[src/rtl/cpuDecodePkg.sv]
`default_nettype none

package cpuDecodePkg;

	localparam int numDecodeLines = 16;

	typedef logic [7:0] opcode_t;
	typedef logic [numDecodeLines-1:0] decodeVec_t;

	typedef enum logic [2:0] {
		classImp,
		classLdaImm,
		classAndImm,
		classLdaZp,
		classLdaAbs,
		classStaAbs,
		classJmpAbs
	} insClass_e;

	// T1 is the opcode fetch and T0 closes every instruction but the jump.
	typedef enum logic [2:0] {
		T0 = 3'd0,
		T1 = 3'd1,
		T2 = 3'd2,
		T3 = 3'd3
	} mCycle_e;

	// **************************************************
	// opcodes of the supported classes.
	// **************************************************
	localparam opcode_t opImp    = 8'h8A;
	localparam opcode_t opLdaImm = 8'hA9;
	localparam opcode_t opAndImm = 8'h29;
	localparam opcode_t opLdaZp  = 8'hA5;
	localparam opcode_t opLdaAbs = 8'hAD;
	localparam opcode_t opStaAbs = 8'h8D;
	localparam opcode_t opJmpAbs = 8'h4C;

	// the decode lines sit at these bit positions and bits 10 to 15 are spare.
	localparam int dImplied = 0;
	localparam int dImm     = 1;
	localparam int dZp2     = 2;
	localparam int dAbs2    = 3;
	localparam int dAbs3    = 4;
	localparam int dStaW    = 5;
	localparam int dLda     = 6;
	localparam int dAnd     = 7;
	localparam int dJmp3    = 8;
	localparam int dFetch   = 9;

	// any byte outside the table behaves as an implied operation.
	function automatic insClass_e classify(input opcode_t op);
		insClass_e cls;
		case (op)
			opImp:    cls = classImp;
			opLdaImm: cls = classLdaImm;
			opAndImm: cls = classAndImm;
			opLdaZp:  cls = classLdaZp;
			opLdaAbs: cls = classLdaAbs;
			opStaAbs: cls = classStaAbs;
			opJmpAbs: cls = classJmpAbs;
			default:  cls = classImp;
		endcase
		return cls;
	endfunction

endpackage

`default_nettype wire

[src/rtl/busCtrlPkg.sv]
`default_nettype none

package busCtrlPkg;

	localparam int numStrobes = 12;

	// one bit per register transfer strobe.
	typedef logic [numStrobes-1:0] strobeVec_t;

	// **************************************************
	// accumulator and special bus transfers.
	// **************************************************
	localparam int sSbAc   = 0;
	localparam int sAcSb   = 1;
	localparam int sSbDb   = 2;
	localparam int sAcDb   = 3;

	// **************************************************
	// data latch transfers.
	// **************************************************
	localparam int sDlDb   = 4;
	localparam int sDlAdl  = 5;
	localparam int sDlAdh  = 6;

	// **************************************************
	// address buffers and page forcing.
	// **************************************************
	localparam int sAdlAbl  = 7;
	localparam int sAdhAbh  = 8;
	localparam int sZAdh0   = 9;
	localparam int sZAdh17  = 10;
	localparam int sSbAdh   = 11;

endpackage

`default_nettype wire

[src/rtl/decodeIf.sv]
`timescale 1ns/1ps
`default_nettype none

interface decodeIf;

	cpuDecodePkg::decodeVec_t lines;
	cpuDecodePkg::mCycle_e cycle;
	logic lastCycle;
	// readyQ is ready as seen in the previous clock and is low in a repeated cycle.
	logic readyQ;

	modport timing (
		output cycle,
		output lastCycle,
		output readyQ
	);

	modport pla (
		input  cycle,
		output lines
	);

	modport bus (
		input lines,
		input cycle,
		input lastCycle,
		input readyQ
	);

endinterface

`default_nettype wire

[src/rtl/timingGen.sv]
`timescale 1ns/1ps
`default_nettype none

module timingGen (
	input  logic phi0,
	input  logic rstN,
	input  logic ready,
	input  cpuDecodePkg::opcode_t dataIn,
	decodeIf.timing tif,
	output cpuDecodePkg::opcode_t insReg,
	output logic sync
);

	cpuDecodePkg::insClass_e insClass;
	cpuDecodePkg::insClass_e fetchClass;
	cpuDecodePkg::mCycle_e cycleQ;
	cpuDecodePkg::mCycle_e cycleNext;
	logic fetchShort;
	logic lastCyc;
	logic readyQ;

	// two cycle instructions go straight from the fetch to T0.
	function automatic logic shortIns(input cpuDecodePkg::insClass_e cls);
		return (cls == cpuDecodePkg::classImp) || (cls == cpuDecodePkg::classLdaImm) ||
			(cls == cpuDecodePkg::classAndImm);
	endfunction

	assign insClass   = cpuDecodePkg::classify(insReg);
	assign fetchClass = cpuDecodePkg::classify(dataIn);
	assign fetchShort = shortIns(fetchClass);

	// the jump ends in T3 and everything else ends in T0.
	assign lastCyc = (cycleQ == cpuDecodePkg::T0) ||
		((cycleQ == cpuDecodePkg::T3) && (insClass == cpuDecodePkg::classJmpAbs));

	always_comb begin
		cycleNext = cpuDecodePkg::T1;
		if (!lastCyc) begin
			case (cycleQ)
				cpuDecodePkg::T1: cycleNext = fetchShort ? cpuDecodePkg::T0 : cpuDecodePkg::T2;
				cpuDecodePkg::T2: cycleNext = (insClass == cpuDecodePkg::classLdaZp) ?
					cpuDecodePkg::T0 : cpuDecodePkg::T3;
				cpuDecodePkg::T3: cycleNext = cpuDecodePkg::T0;
				default:          cycleNext = cpuDecodePkg::T1;
			endcase
		end
	end

	// **************************************************
	// cycle state, instruction register and ready latch.
	// **************************************************
	always_ff @(posedge phi0 or negedge rstN) begin
		if (!rstN) begin
			cycleQ <= cpuDecodePkg::T1;
			insReg <= cpuDecodePkg::opImp;
			readyQ <= 1'b1;
		end else begin
			readyQ <= ready;
			if (ready) begin
				cycleQ <= cycleNext;
				if (cycleQ == cpuDecodePkg::T1) begin
					insReg <= dataIn;
				end
			end
		end
	end

	assign tif.cycle     = cycleQ;
	assign tif.lastCycle = lastCyc;
	assign tif.readyQ    = readyQ;
	assign sync          = (cycleQ == cpuDecodePkg::T1);

endmodule

`default_nettype wire

[src/rtl/decodePla.sv]
`timescale 1ns/1ps
`default_nettype none

module decodePla (
	input cpuDecodePkg::opcode_t insReg,
	decodeIf.pla pif
);

	cpuDecodePkg::insClass_e insClass;
	cpuDecodePkg::decodeVec_t lines;

	logic cT0;
	logic cT1;
	logic cT2;
	logic cT3;

	logic isImp;
	logic isLdaImm;
	logic isAndImm;
	logic isLdaZp;
	logic isLdaAbs;
	logic isStaAbs;
	logic isJmpAbs;
	logic isAbs;

	assign insClass = cpuDecodePkg::classify(insReg);

	// **************************************************
	// cycle terms.
	// **************************************************
	assign cT0 = (pif.cycle == cpuDecodePkg::T0);
	assign cT1 = (pif.cycle == cpuDecodePkg::T1);
	assign cT2 = (pif.cycle == cpuDecodePkg::T2);
	assign cT3 = (pif.cycle == cpuDecodePkg::T3);

	// **************************************************
	// class terms.
	// **************************************************
	assign isImp    = (insClass == cpuDecodePkg::classImp);
	assign isLdaImm = (insClass == cpuDecodePkg::classLdaImm);
	assign isAndImm = (insClass == cpuDecodePkg::classAndImm);
	assign isLdaZp  = (insClass == cpuDecodePkg::classLdaZp);
	assign isLdaAbs = (insClass == cpuDecodePkg::classLdaAbs);
	assign isStaAbs = (insClass == cpuDecodePkg::classStaAbs);
	assign isJmpAbs = (insClass == cpuDecodePkg::classJmpAbs);
	assign isAbs    = isLdaAbs | isStaAbs | isJmpAbs;

	// each line is one product term of class and cycle while spare lines stay low.
	always_comb begin
		lines = '0;
		lines[cpuDecodePkg::dImplied] = isImp & cT0;
		lines[cpuDecodePkg::dImm]     = (isLdaImm | isAndImm) & cT0;
		lines[cpuDecodePkg::dZp2]     = isLdaZp & cT2;
		lines[cpuDecodePkg::dAbs2]    = isAbs & cT2;
		lines[cpuDecodePkg::dAbs3]    = isAbs & cT3;
		lines[cpuDecodePkg::dStaW]    = isStaAbs & cT3;
		lines[cpuDecodePkg::dLda]     = (isLdaZp | isLdaAbs) & cT0;
		lines[cpuDecodePkg::dAnd]     = isAndImm & cT0;
		lines[cpuDecodePkg::dJmp3]    = isJmpAbs & cT3;
		lines[cpuDecodePkg::dFetch]   = cT1;
	end

	assign pif.lines = lines;

endmodule

`default_nettype wire

[src/rtl/busControl.sv]
`timescale 1ns/1ps
`default_nettype none

module busControl (
	input  logic phi0,
	input  logic rstN,
	decodeIf.bus bif,
	output busCtrlPkg::strobeVec_t strobes
);

	logic lnImplied;
	logic lnImm;
	logic lnZp2;
	logic lnAbs2;
	logic lnAbs3;
	logic lnStaW;
	logic lnLda;
	logic lnAnd;
	logic lnJmp3;
	logic lnFetch;

	logic nDlAdl;
	logic pageZero;
	logic nZAdh17;
	logic nSbAc;
	logic nAcSb;
	logic nDlDb;
	logic nStore;
	logic nAdlAbl;
	logic nAdhAbh;

	busCtrlPkg::strobeVec_t strobeNext;

	assign lnImplied = bif.lines[cpuDecodePkg::dImplied];
	assign lnImm     = bif.lines[cpuDecodePkg::dImm];
	assign lnZp2     = bif.lines[cpuDecodePkg::dZp2];
	assign lnAbs2    = bif.lines[cpuDecodePkg::dAbs2];
	assign lnAbs3    = bif.lines[cpuDecodePkg::dAbs3];
	assign lnStaW    = bif.lines[cpuDecodePkg::dStaW];
	assign lnLda     = bif.lines[cpuDecodePkg::dLda];
	assign lnAnd     = bif.lines[cpuDecodePkg::dAnd];
	assign lnJmp3    = bif.lines[cpuDecodePkg::dJmp3];
	assign lnFetch   = bif.lines[cpuDecodePkg::dFetch];

	// **************************************************
	// address low from the data latch.
	// **************************************************
	assign nDlAdl   = ~(lnZp2 | lnAbs2);
	assign pageZero = ~(nDlAdl | lnAbs2);
	assign nZAdh17  = ~(pageZero & (bif.cycle == cpuDecodePkg::T2));

	// accumulator loads only complete in the last cycle.
	assign nSbAc  = ~(bif.lastCycle & (lnImm | lnLda | lnImplied));
	assign nAcSb  = ~(lnImplied | lnAnd);
	assign nDlDb  = ~(bif.lastCycle & (lnImm | lnLda));
	assign nStore = ~lnStaW;

	// a repeated cycle keeps the address buffers closed.
	assign nAdlAbl = ~((lnFetch | lnZp2 | lnAbs2) & bif.readyQ);
	assign nAdhAbh = ~((lnFetch | lnZp2 | lnAbs3) & bif.readyQ);

	always_comb begin
		strobeNext = '0;
		strobeNext[busCtrlPkg::sSbAc]   = ~nSbAc;
		strobeNext[busCtrlPkg::sAcSb]   = ~nAcSb;
		strobeNext[busCtrlPkg::sSbDb]   = ~nStore;
		strobeNext[busCtrlPkg::sAcDb]   = ~nStore;
		strobeNext[busCtrlPkg::sDlDb]   = ~nDlDb;
		strobeNext[busCtrlPkg::sDlAdl]  = ~nDlAdl;
		strobeNext[busCtrlPkg::sDlAdh]  = lnAbs3;
		strobeNext[busCtrlPkg::sAdlAbl] = ~nAdlAbl;
		strobeNext[busCtrlPkg::sAdhAbh] = ~nAdhAbh;
		strobeNext[busCtrlPkg::sZAdh0]  = pageZero;
		strobeNext[busCtrlPkg::sZAdh17] = ~nZAdh17;
		strobeNext[busCtrlPkg::sSbAdh]  = lnJmp3;
	end

	// **************************************************
	// strobe register, one clock behind the decode.
	// **************************************************
	always_ff @(posedge phi0 or negedge rstN) begin
		if (!rstN) begin
			strobes <= '0;
		end else begin
			strobes <= strobeNext;
		end
	end

endmodule

`default_nettype wire

[src/rtl/cpuControlTop.sv]
`timescale 1ns/1ps
`default_nettype none

module cpuControlTop (
	input  logic phi0,
	input  logic rstN,
	input  logic ready,
	input  cpuDecodePkg::opcode_t dataIn,
	output logic sbAc,
	output logic acSb,
	output logic sbDb,
	output logic acDb,
	output logic dlDb,
	output logic dlAdl,
	output logic dlAdh,
	output logic adlAbl,
	output logic adhAbh,
	output logic zAdh0,
	output logic zAdh17,
	output logic sbAdh,
	output logic sync,
	output cpuDecodePkg::mCycle_e cycle
);

	cpuDecodePkg::opcode_t insReg;
	busCtrlPkg::strobeVec_t strobes;

	decodeIf dif ();

	timingGen timingGen_i (
		.phi0   (phi0),
		.rstN   (rstN),
		.ready  (ready),
		.dataIn (dataIn),
		.tif    (dif.timing),
		.insReg (insReg),
		.sync   (sync)
	);

	decodePla decodePla_i (
		.insReg (insReg),
		.pif    (dif.pla)
	);

	busControl busControl_i (
		.phi0    (phi0),
		.rstN    (rstN),
		.bif     (dif.bus),
		.strobes (strobes)
	);

	assign cycle  = dif.cycle;

	assign sbAc   = strobes[busCtrlPkg::sSbAc];
	assign acSb   = strobes[busCtrlPkg::sAcSb];
	assign sbDb   = strobes[busCtrlPkg::sSbDb];
	assign acDb   = strobes[busCtrlPkg::sAcDb];
	assign dlDb   = strobes[busCtrlPkg::sDlDb];
	assign dlAdl  = strobes[busCtrlPkg::sDlAdl];
	assign dlAdh  = strobes[busCtrlPkg::sDlAdh];
	assign adlAbl = strobes[busCtrlPkg::sAdlAbl];
	assign adhAbh = strobes[busCtrlPkg::sAdhAbh];
	assign zAdh0  = strobes[busCtrlPkg::sZAdh0];
	assign zAdh17 = strobes[busCtrlPkg::sZAdh17];
	assign sbAdh  = strobes[busCtrlPkg::sSbAdh];

endmodule

`default_nettype wire

[config.mk]
export PLATFORM = sky130hd
export DESIGN_NAME = cpuControlTop
export DESIGN_NICKNAME = d
export VERILOG_FILES = /design/src/rtl/cpuDecodePkg.sv /design/src/rtl/busCtrlPkg.sv /design/src/rtl/decodeIf.sv /design/src/rtl/timingGen.sv /design/src/rtl/decodePla.sv /design/src/rtl/busControl.sv /design/src/rtl/cpuControlTop.sv
export SDC_FILE = /design/constraint.sdc
export NUM_CORES = 1
export LEC_CHECK = 0
export BUFFER_PORTS_ARGS = -buffer_cell sky130_fd_sc_hd__buf_2
export CORE_MARGIN = 4
export CORE_UTILIZATION = 43
export CTS_CLUSTER_DIAMETER = 40
export DETAILED_ROUTE_END_ITERATION = 10
export GPL_TIMING_DRIVEN = 1
export PLACE_DENSITY = 0.7
export SKIP_LAST_GASP = 1
export SLEW_MARGIN = 20
export SYNTH_ARGS = -nofsm -noshare
export SYNTH_HDL_FRONTEND = slang
export SYNTH_SLANG_ARGS = --single-unit
[constraint.sdc]
create_clock -name phi0 -period 1.7 [get_ports phi0]
set_input_delay 0.17 -clock phi0 [delete_from_list [all_inputs] [get_ports phi0]]
set_output_delay 0.17 -clock phi0 [all_outputs]
set_load 0.02 [all_outputs]
* Yosys cells after proc, flatten, opt, wreduce, memory -nomap -nowiden
Index checks and enable logic that the tools add are counted.
Word-level totals: register bits 24, output and inout port bits 16, logic and storage cells 69
Operators by class: equality and inequality tests 23, multiplexer cells 6, bitwise operators 28, reductions and logical operators 8
Operators by type and width (number):
- 8-bit == test (second input constant) | 8
- 3-bit case mux with 6 select lines | 2
- 8-bit by 6-bit == test with 1-bit output (second input constant) | 2
- 8-bit by 7-bit == test with 1-bit output (second input constant) | 2
- 3-bit by 2-bit == test with 1-bit output (second input constant) | 5
- 1-bit AND | 14
- 1-bit OR | 12
- 3-bit by 1-bit == test with 1-bit output (second input constant) | 3
- 3-bit == test (second input constant) | 3
- 3-bit zero test | 3
- 3-bit case mux with 3 select lines | 1
- 2-bit 2-to-1 mux | 2
- 1-bit logical OR | 3
- 3-bit 2-to-1 mux | 1
- 1-bit inverter | 2
- 2-bit AND reduction | 1
- 1-bit logical AND | 1

* Logic depth before layout (Yosys ltp)
depth in word-level cells 11, mapped depth 6

* By module
A second synthesis with hierarchy kept.
Second synthesis, totals: cell total of the unflattened synthesis 106, area total of the unflattened synthesis 1209.9 sq um
By module, submodules not included:
- timingGen | instances 1, cells each 42, area an instance 546.8 sq um, sequential area each 281.5 sq um
- busControl | instances 1, cells each 21, area an instance 355.3 sq um, sequential area each 275.3 sq um
- decodePla | instances 1, cells each 43, area an instance 307.8 sq um, sequential area each 0.0 sq um

* Worst setup path before layout
No wires, ideal clock.
path type reg-to-reg, from register timingGen_i.insReg[5], to register busControl_i.strobes[7], library setup time 0.066 ns, arrival time 1.698 ns, required time 1.634 ns, path slack -0.063 ns, stages on the path, launching flop included 6, path buffers 0, period minus slack after synthesis 1.763 ns, cells stage by stage dfrtp_1 > or4b_4 > a2111oi_4 > a21oi_2 > nor3b_2 > o21a_1
On the way: cells in the longest elaborated chain, start to end 8, elaborated cells between the ends (all ways) 18, those cells by class 10 x eq/ne; 1 x mux; 7 x bitwise
Ends and longest elaborated chain:
- start, declared | line timingGen.sv:10 | output cpuDecodePkg::opcode_t insReg,
- start signal, assigned | line timingGen.sv:55 | insReg <= cpuDecodePkg::opImp;
- start signal, assigned | line timingGen.sv:62 | insReg <= dataIn;
- 8-bit by 7-bit == test with 1-bit output, or another cell as far along | line cpuDecodePkg.sv:54 | case (op)
- 3-bit case mux with 6 select lines * | line cpuDecodePkg.sv:54
- 3-bit == test, on equally long branches | line decodePla.sv:43, decodePla.sv:44
- 1-bit OR (2 in series) | line decodePla.sv:46 | assign isAbs = isLdaAbs | isStaAbs | isJmpAbs;
- 1-bit AND | line decodePla.sv:54 | lines[cpuDecodePkg::dAbs2] = isAbs & cT2;
- 1-bit OR * | line busControl.sv:59 | assign nAdlAbl = ~((lnFetch | lnZp2 | lnAbs2) & bif.readyQ);
- 1-bit AND * | line busControl.sv:59
- named net busControl_i.strobeNext[7] | line busControl.sv:32 | busCtrlPkg::strobeVec_t strobeNext;
- end signal, assigned | line busControl.sv:85 | strobes <= strobeNext;
- end, declared | line busControl.sv:8 | output busCtrlPkg::strobeVec_t strobes
The timed path passes the listed nets; every way through them passes the cells marked *. A chain may end at the register's enable or synchronous reset.

* Worst setup path in the final report
Same ends and word-level chain as after synthesis.

==> impl_results.md <==
* Run status: finished, violations left
* Violated checks: setup timing
* Drt initial violations at 6
* Core Rows at 17
* Critical path origin: timingGen_i.insReg[5]$_DFFE_PN0P_
* Multi-input logic area at ~460 sq um
* Crit Path Max Fanout at 4
* Post-synth EDFFs at 0
* Ys async rst share at between 90% and 100%
* P&R area growth vs syn at 36.8%
* Post-Synthesis Cells at 89
* Crit path to: busControl_i.strobes[7]$_DFF_PN0_
* Post-synth top cells: dfrtp_1 (17), mux2_2 (7), nand2_1 (6)
* Synth Register Bits at 22
* Final hold vios at 0
* Die Wd at 57.1 microns
* Min-Delay Path Class: in -> reg
* Max incr delay on CP at around 560 ps
* Reg-to-Reg Start: timingGen_i.insReg[5]$_DFFE_PN0P_
* Die H at between 50 and 60 microns
* VDD IR max at 0.809 mV
* Initial Utilization at a little under half
* Delay-heaviest family, CP: simple AND/OR/NAND/NOR gates
* Critical Setup Path Class: reg -> reg
* Top cells by area, synth: dfrtp_1 (41%), dfstp_2 (13%), mux2_2 (7.6%), buf_4 (3.6%), a2111oi_4 (2.7%)
* Tot Pwr at approximately 1.5 mW
* Via count at ~830
* Reported max-cap violation count at 0
* Slew Viols, Final at 0
* Final Util at a little over three fifths
* # clock sinks at 22
* Clock Pin Slew Worst Setup and Hold Paths at 120 ps
* Die Area at roughly 0.0033 sq mm
* Max Freq at roughly 0.54 GHz
* PnR worst setup slack at -152 ps
* Hold Slack at roughly 98 ps
* Fillers at ~190
* Synth warn at 0
* HPWL after detailed placement at approximately 1.6 mm
* Antenna violations before repair at 0
* DRC viols at 0
* Pin count of the biggest net entering global routing at 23
* Worst EP arrival at approximately 2100 ps
* Layout Skew at between 1.5 and 2 ps
* IO Port Bufs at 25
* Post-layout min period at approximately 1900 ps
* Post-synth top area share at just over 40%
* Initial DRT Pass Iterations at 4
* Seq. cell area at 557 sq um
* CP max stage cell: or4b_4
* Maximum root-to-sink buffer count at 2
* Reg-to-reg endpoint: busControl_i.strobes[7]$_DFF_PN0_
* Vias in the first global route at between 800 and 900
* Final setup viols at 10
* GR Util All Layers at between 10% and 20%
* Design Area, Final at approximately 0.0014 sq mm
* Routed Antenna Nets at 0
* Required time worst endpoint at roughly 2000 ps
* Syn Std Cell Area at just over 0.001 sq mm
* Period utilization at 109%
* First-pass GRT wire length at ~3.7 mm
* Pwr Density at 1040 mW/mm^2
* Clock Latency Late Sink at between 300 and 400 ps
* Crit end category: flip-flop
* Synth cell types at 33
* Final #Nets at about 150
* Via density at 5.14
* Clock buffer count from CTS at 3
* Unrepaired setup endpoints after global routing: true
* Buf/Inv on CP at 1
* Prevailing post-synth register cell: dfrtp_1
* CTS root buf: clkbuf_4
* Routed WL at 2.20 mm
* Antenna Cells at 0
* I/O pins at 27
* Register area share after synthesis at ~54%
* GPL Wtd Cong at 0.813
* Leakage at between 0.6 and 0.7 nW
* # H-tree levels at 1
* Reg2reg path depth at 6
* Wire per inst at about 14 microns
* Area leader, netlist: dfrtp_1
* Flop2flop setup slack at -150 ps
* Core area at between 0.002 and 0.0025 sq mm
* Placed cell area at 0.00127 sq mm
* Cell depth of the worst setup path at 6
* Layout cells sized above 1 at a little over half
* Syn Area/Cell at between 10 and 15 sq um
* Most frequent cell after synthesis: dfrtp_1
* Post-Syn Nets at 100
* Clock tree from TritonCTS: yes
* Gr ovfl total at 0
* Critical Path Source Type: flip-flop
* CP cell instances: or4b_4 > a2111oi_4 > buf_4 > a21oi_2 > nor3b_2 > o21a_1
==> power breakdown <==
| group | internal, mW | total (mW) | leakage [nW] | switching, mW |
|---|---|---|---|---|
| Combinational | 0.198 | 0.416 | 0.377 | 0.218 |
| Sequential | 0.602 | 0.654 | 0.273 | 0.0520 |
| Clock | 0.239 | 0.400 | 0.0279 | 0.162 |
==> layout by cell type (no fill, tap or decap), types with 2 or more instances in the layout <==
cell and n:
nor4_4 2, nand2_1 6, o21ai_0 3, a21oi_1 4, a31oi_1 2, mux2_2 7, dlygate4sd3_1 2, nor3_1 2
and3b_1 2, nor4_1 2, nand2b_1 2, o21a_1 3, nor2_1 5, buf_4 20, buf_2 25, dfstp_2 5
dfrtp_1 17, inv_1 3, clkbuf_4 3
==> worst min-delay path by stage <==
stage	from	endpoint	cells after the start
after global placement	rstN	busControl_i.strobes[5]$_DFF_PN0_	1
after floorplan	rstN	busControl_i.strobes[0]$_DFF_PN0_	0
after CTS	dataIn[2]	timingGen_i.insReg[2]$_DFFE_PN0P_	2
after global routing	dataIn[1]	timingGen_i.insReg[1]$_DFFE_PN1P_	2
final	dataIn[3]	timingGen_i.insReg[3]$_DFFE_PN1P_	2
after detailed placement	rstN	busControl_i.strobes[8]$_DFF_PN0_	1
==> cell families after synthesis <==
family	share of synthesized area, %
and+or+nand+nor	18.3
DFF	53.8
AOI/OAI and AO/OA	12.9
buffers and inverters	5.20
muxes	8.59
xor gates and xnor gates	0.847
other	0.362
==> worst register-to-register path, cell delays in order, from the launching register on <==
cell and delay, ps:
dfrtp_1 400, or4b_4 560, a2111oi_4 290, buf_4 190
a21oi_2 40, nor3b_2 190, o21a_1 130
==> flip-flops by register name (all words and copies together) (netlist names) <==
register	count
timingGen_i.tif.readyQ	1
busControl_i.strobes	11
timingGen_i.tif.cycle	2
timingGen_i.insReg	8
==> cell type report <==
class,instances,area share [%]
repair buffers,47,20.9
clock inverters,1,2.12
clock buffers,3,1.59
flip-flops and latches,22,39.3
multi-input cells,58,32.8
inverters,3,0.796
well taps,28,2.48
==> metal layers <==
metal  wire length, microns  vias to the layer above  GRT usage [%]
li1                       -                      404              -
met1                    867                      401           14.9
met2                   1160                       23           27.6
met3                    146                        5           4.98
met4                     27                        0           2.98
met5                      0                        -              0
==> metrics by stage <==
step,setup TNS (ps),setup WS [ps],instances
6_report,-743,-152,162
3_5_place_dp,-504,-144,151
3_3_place_gp,-195,-79.2,151
5_1_grt,-1450,-245,162
4_1_cts,-601,-143,161
2_1_floorplan,-104,-62.7,89
==> what timing repair did <==
| item | CTS | global route |
|---|---|---|
| gates resized for setup | 7 | 0 |
| hold buffers | 2 | 0 |
| setup endpoints to repair | 9 | 10 |
| buffers inserted | 5 | 2 |
| hold endpoints to repair | 18 | 0 |
| gates cloned | 0 | 0 |
| pin swaps | 7 | 3 |
Note: power is estimated with default switching activity, not from simulation.
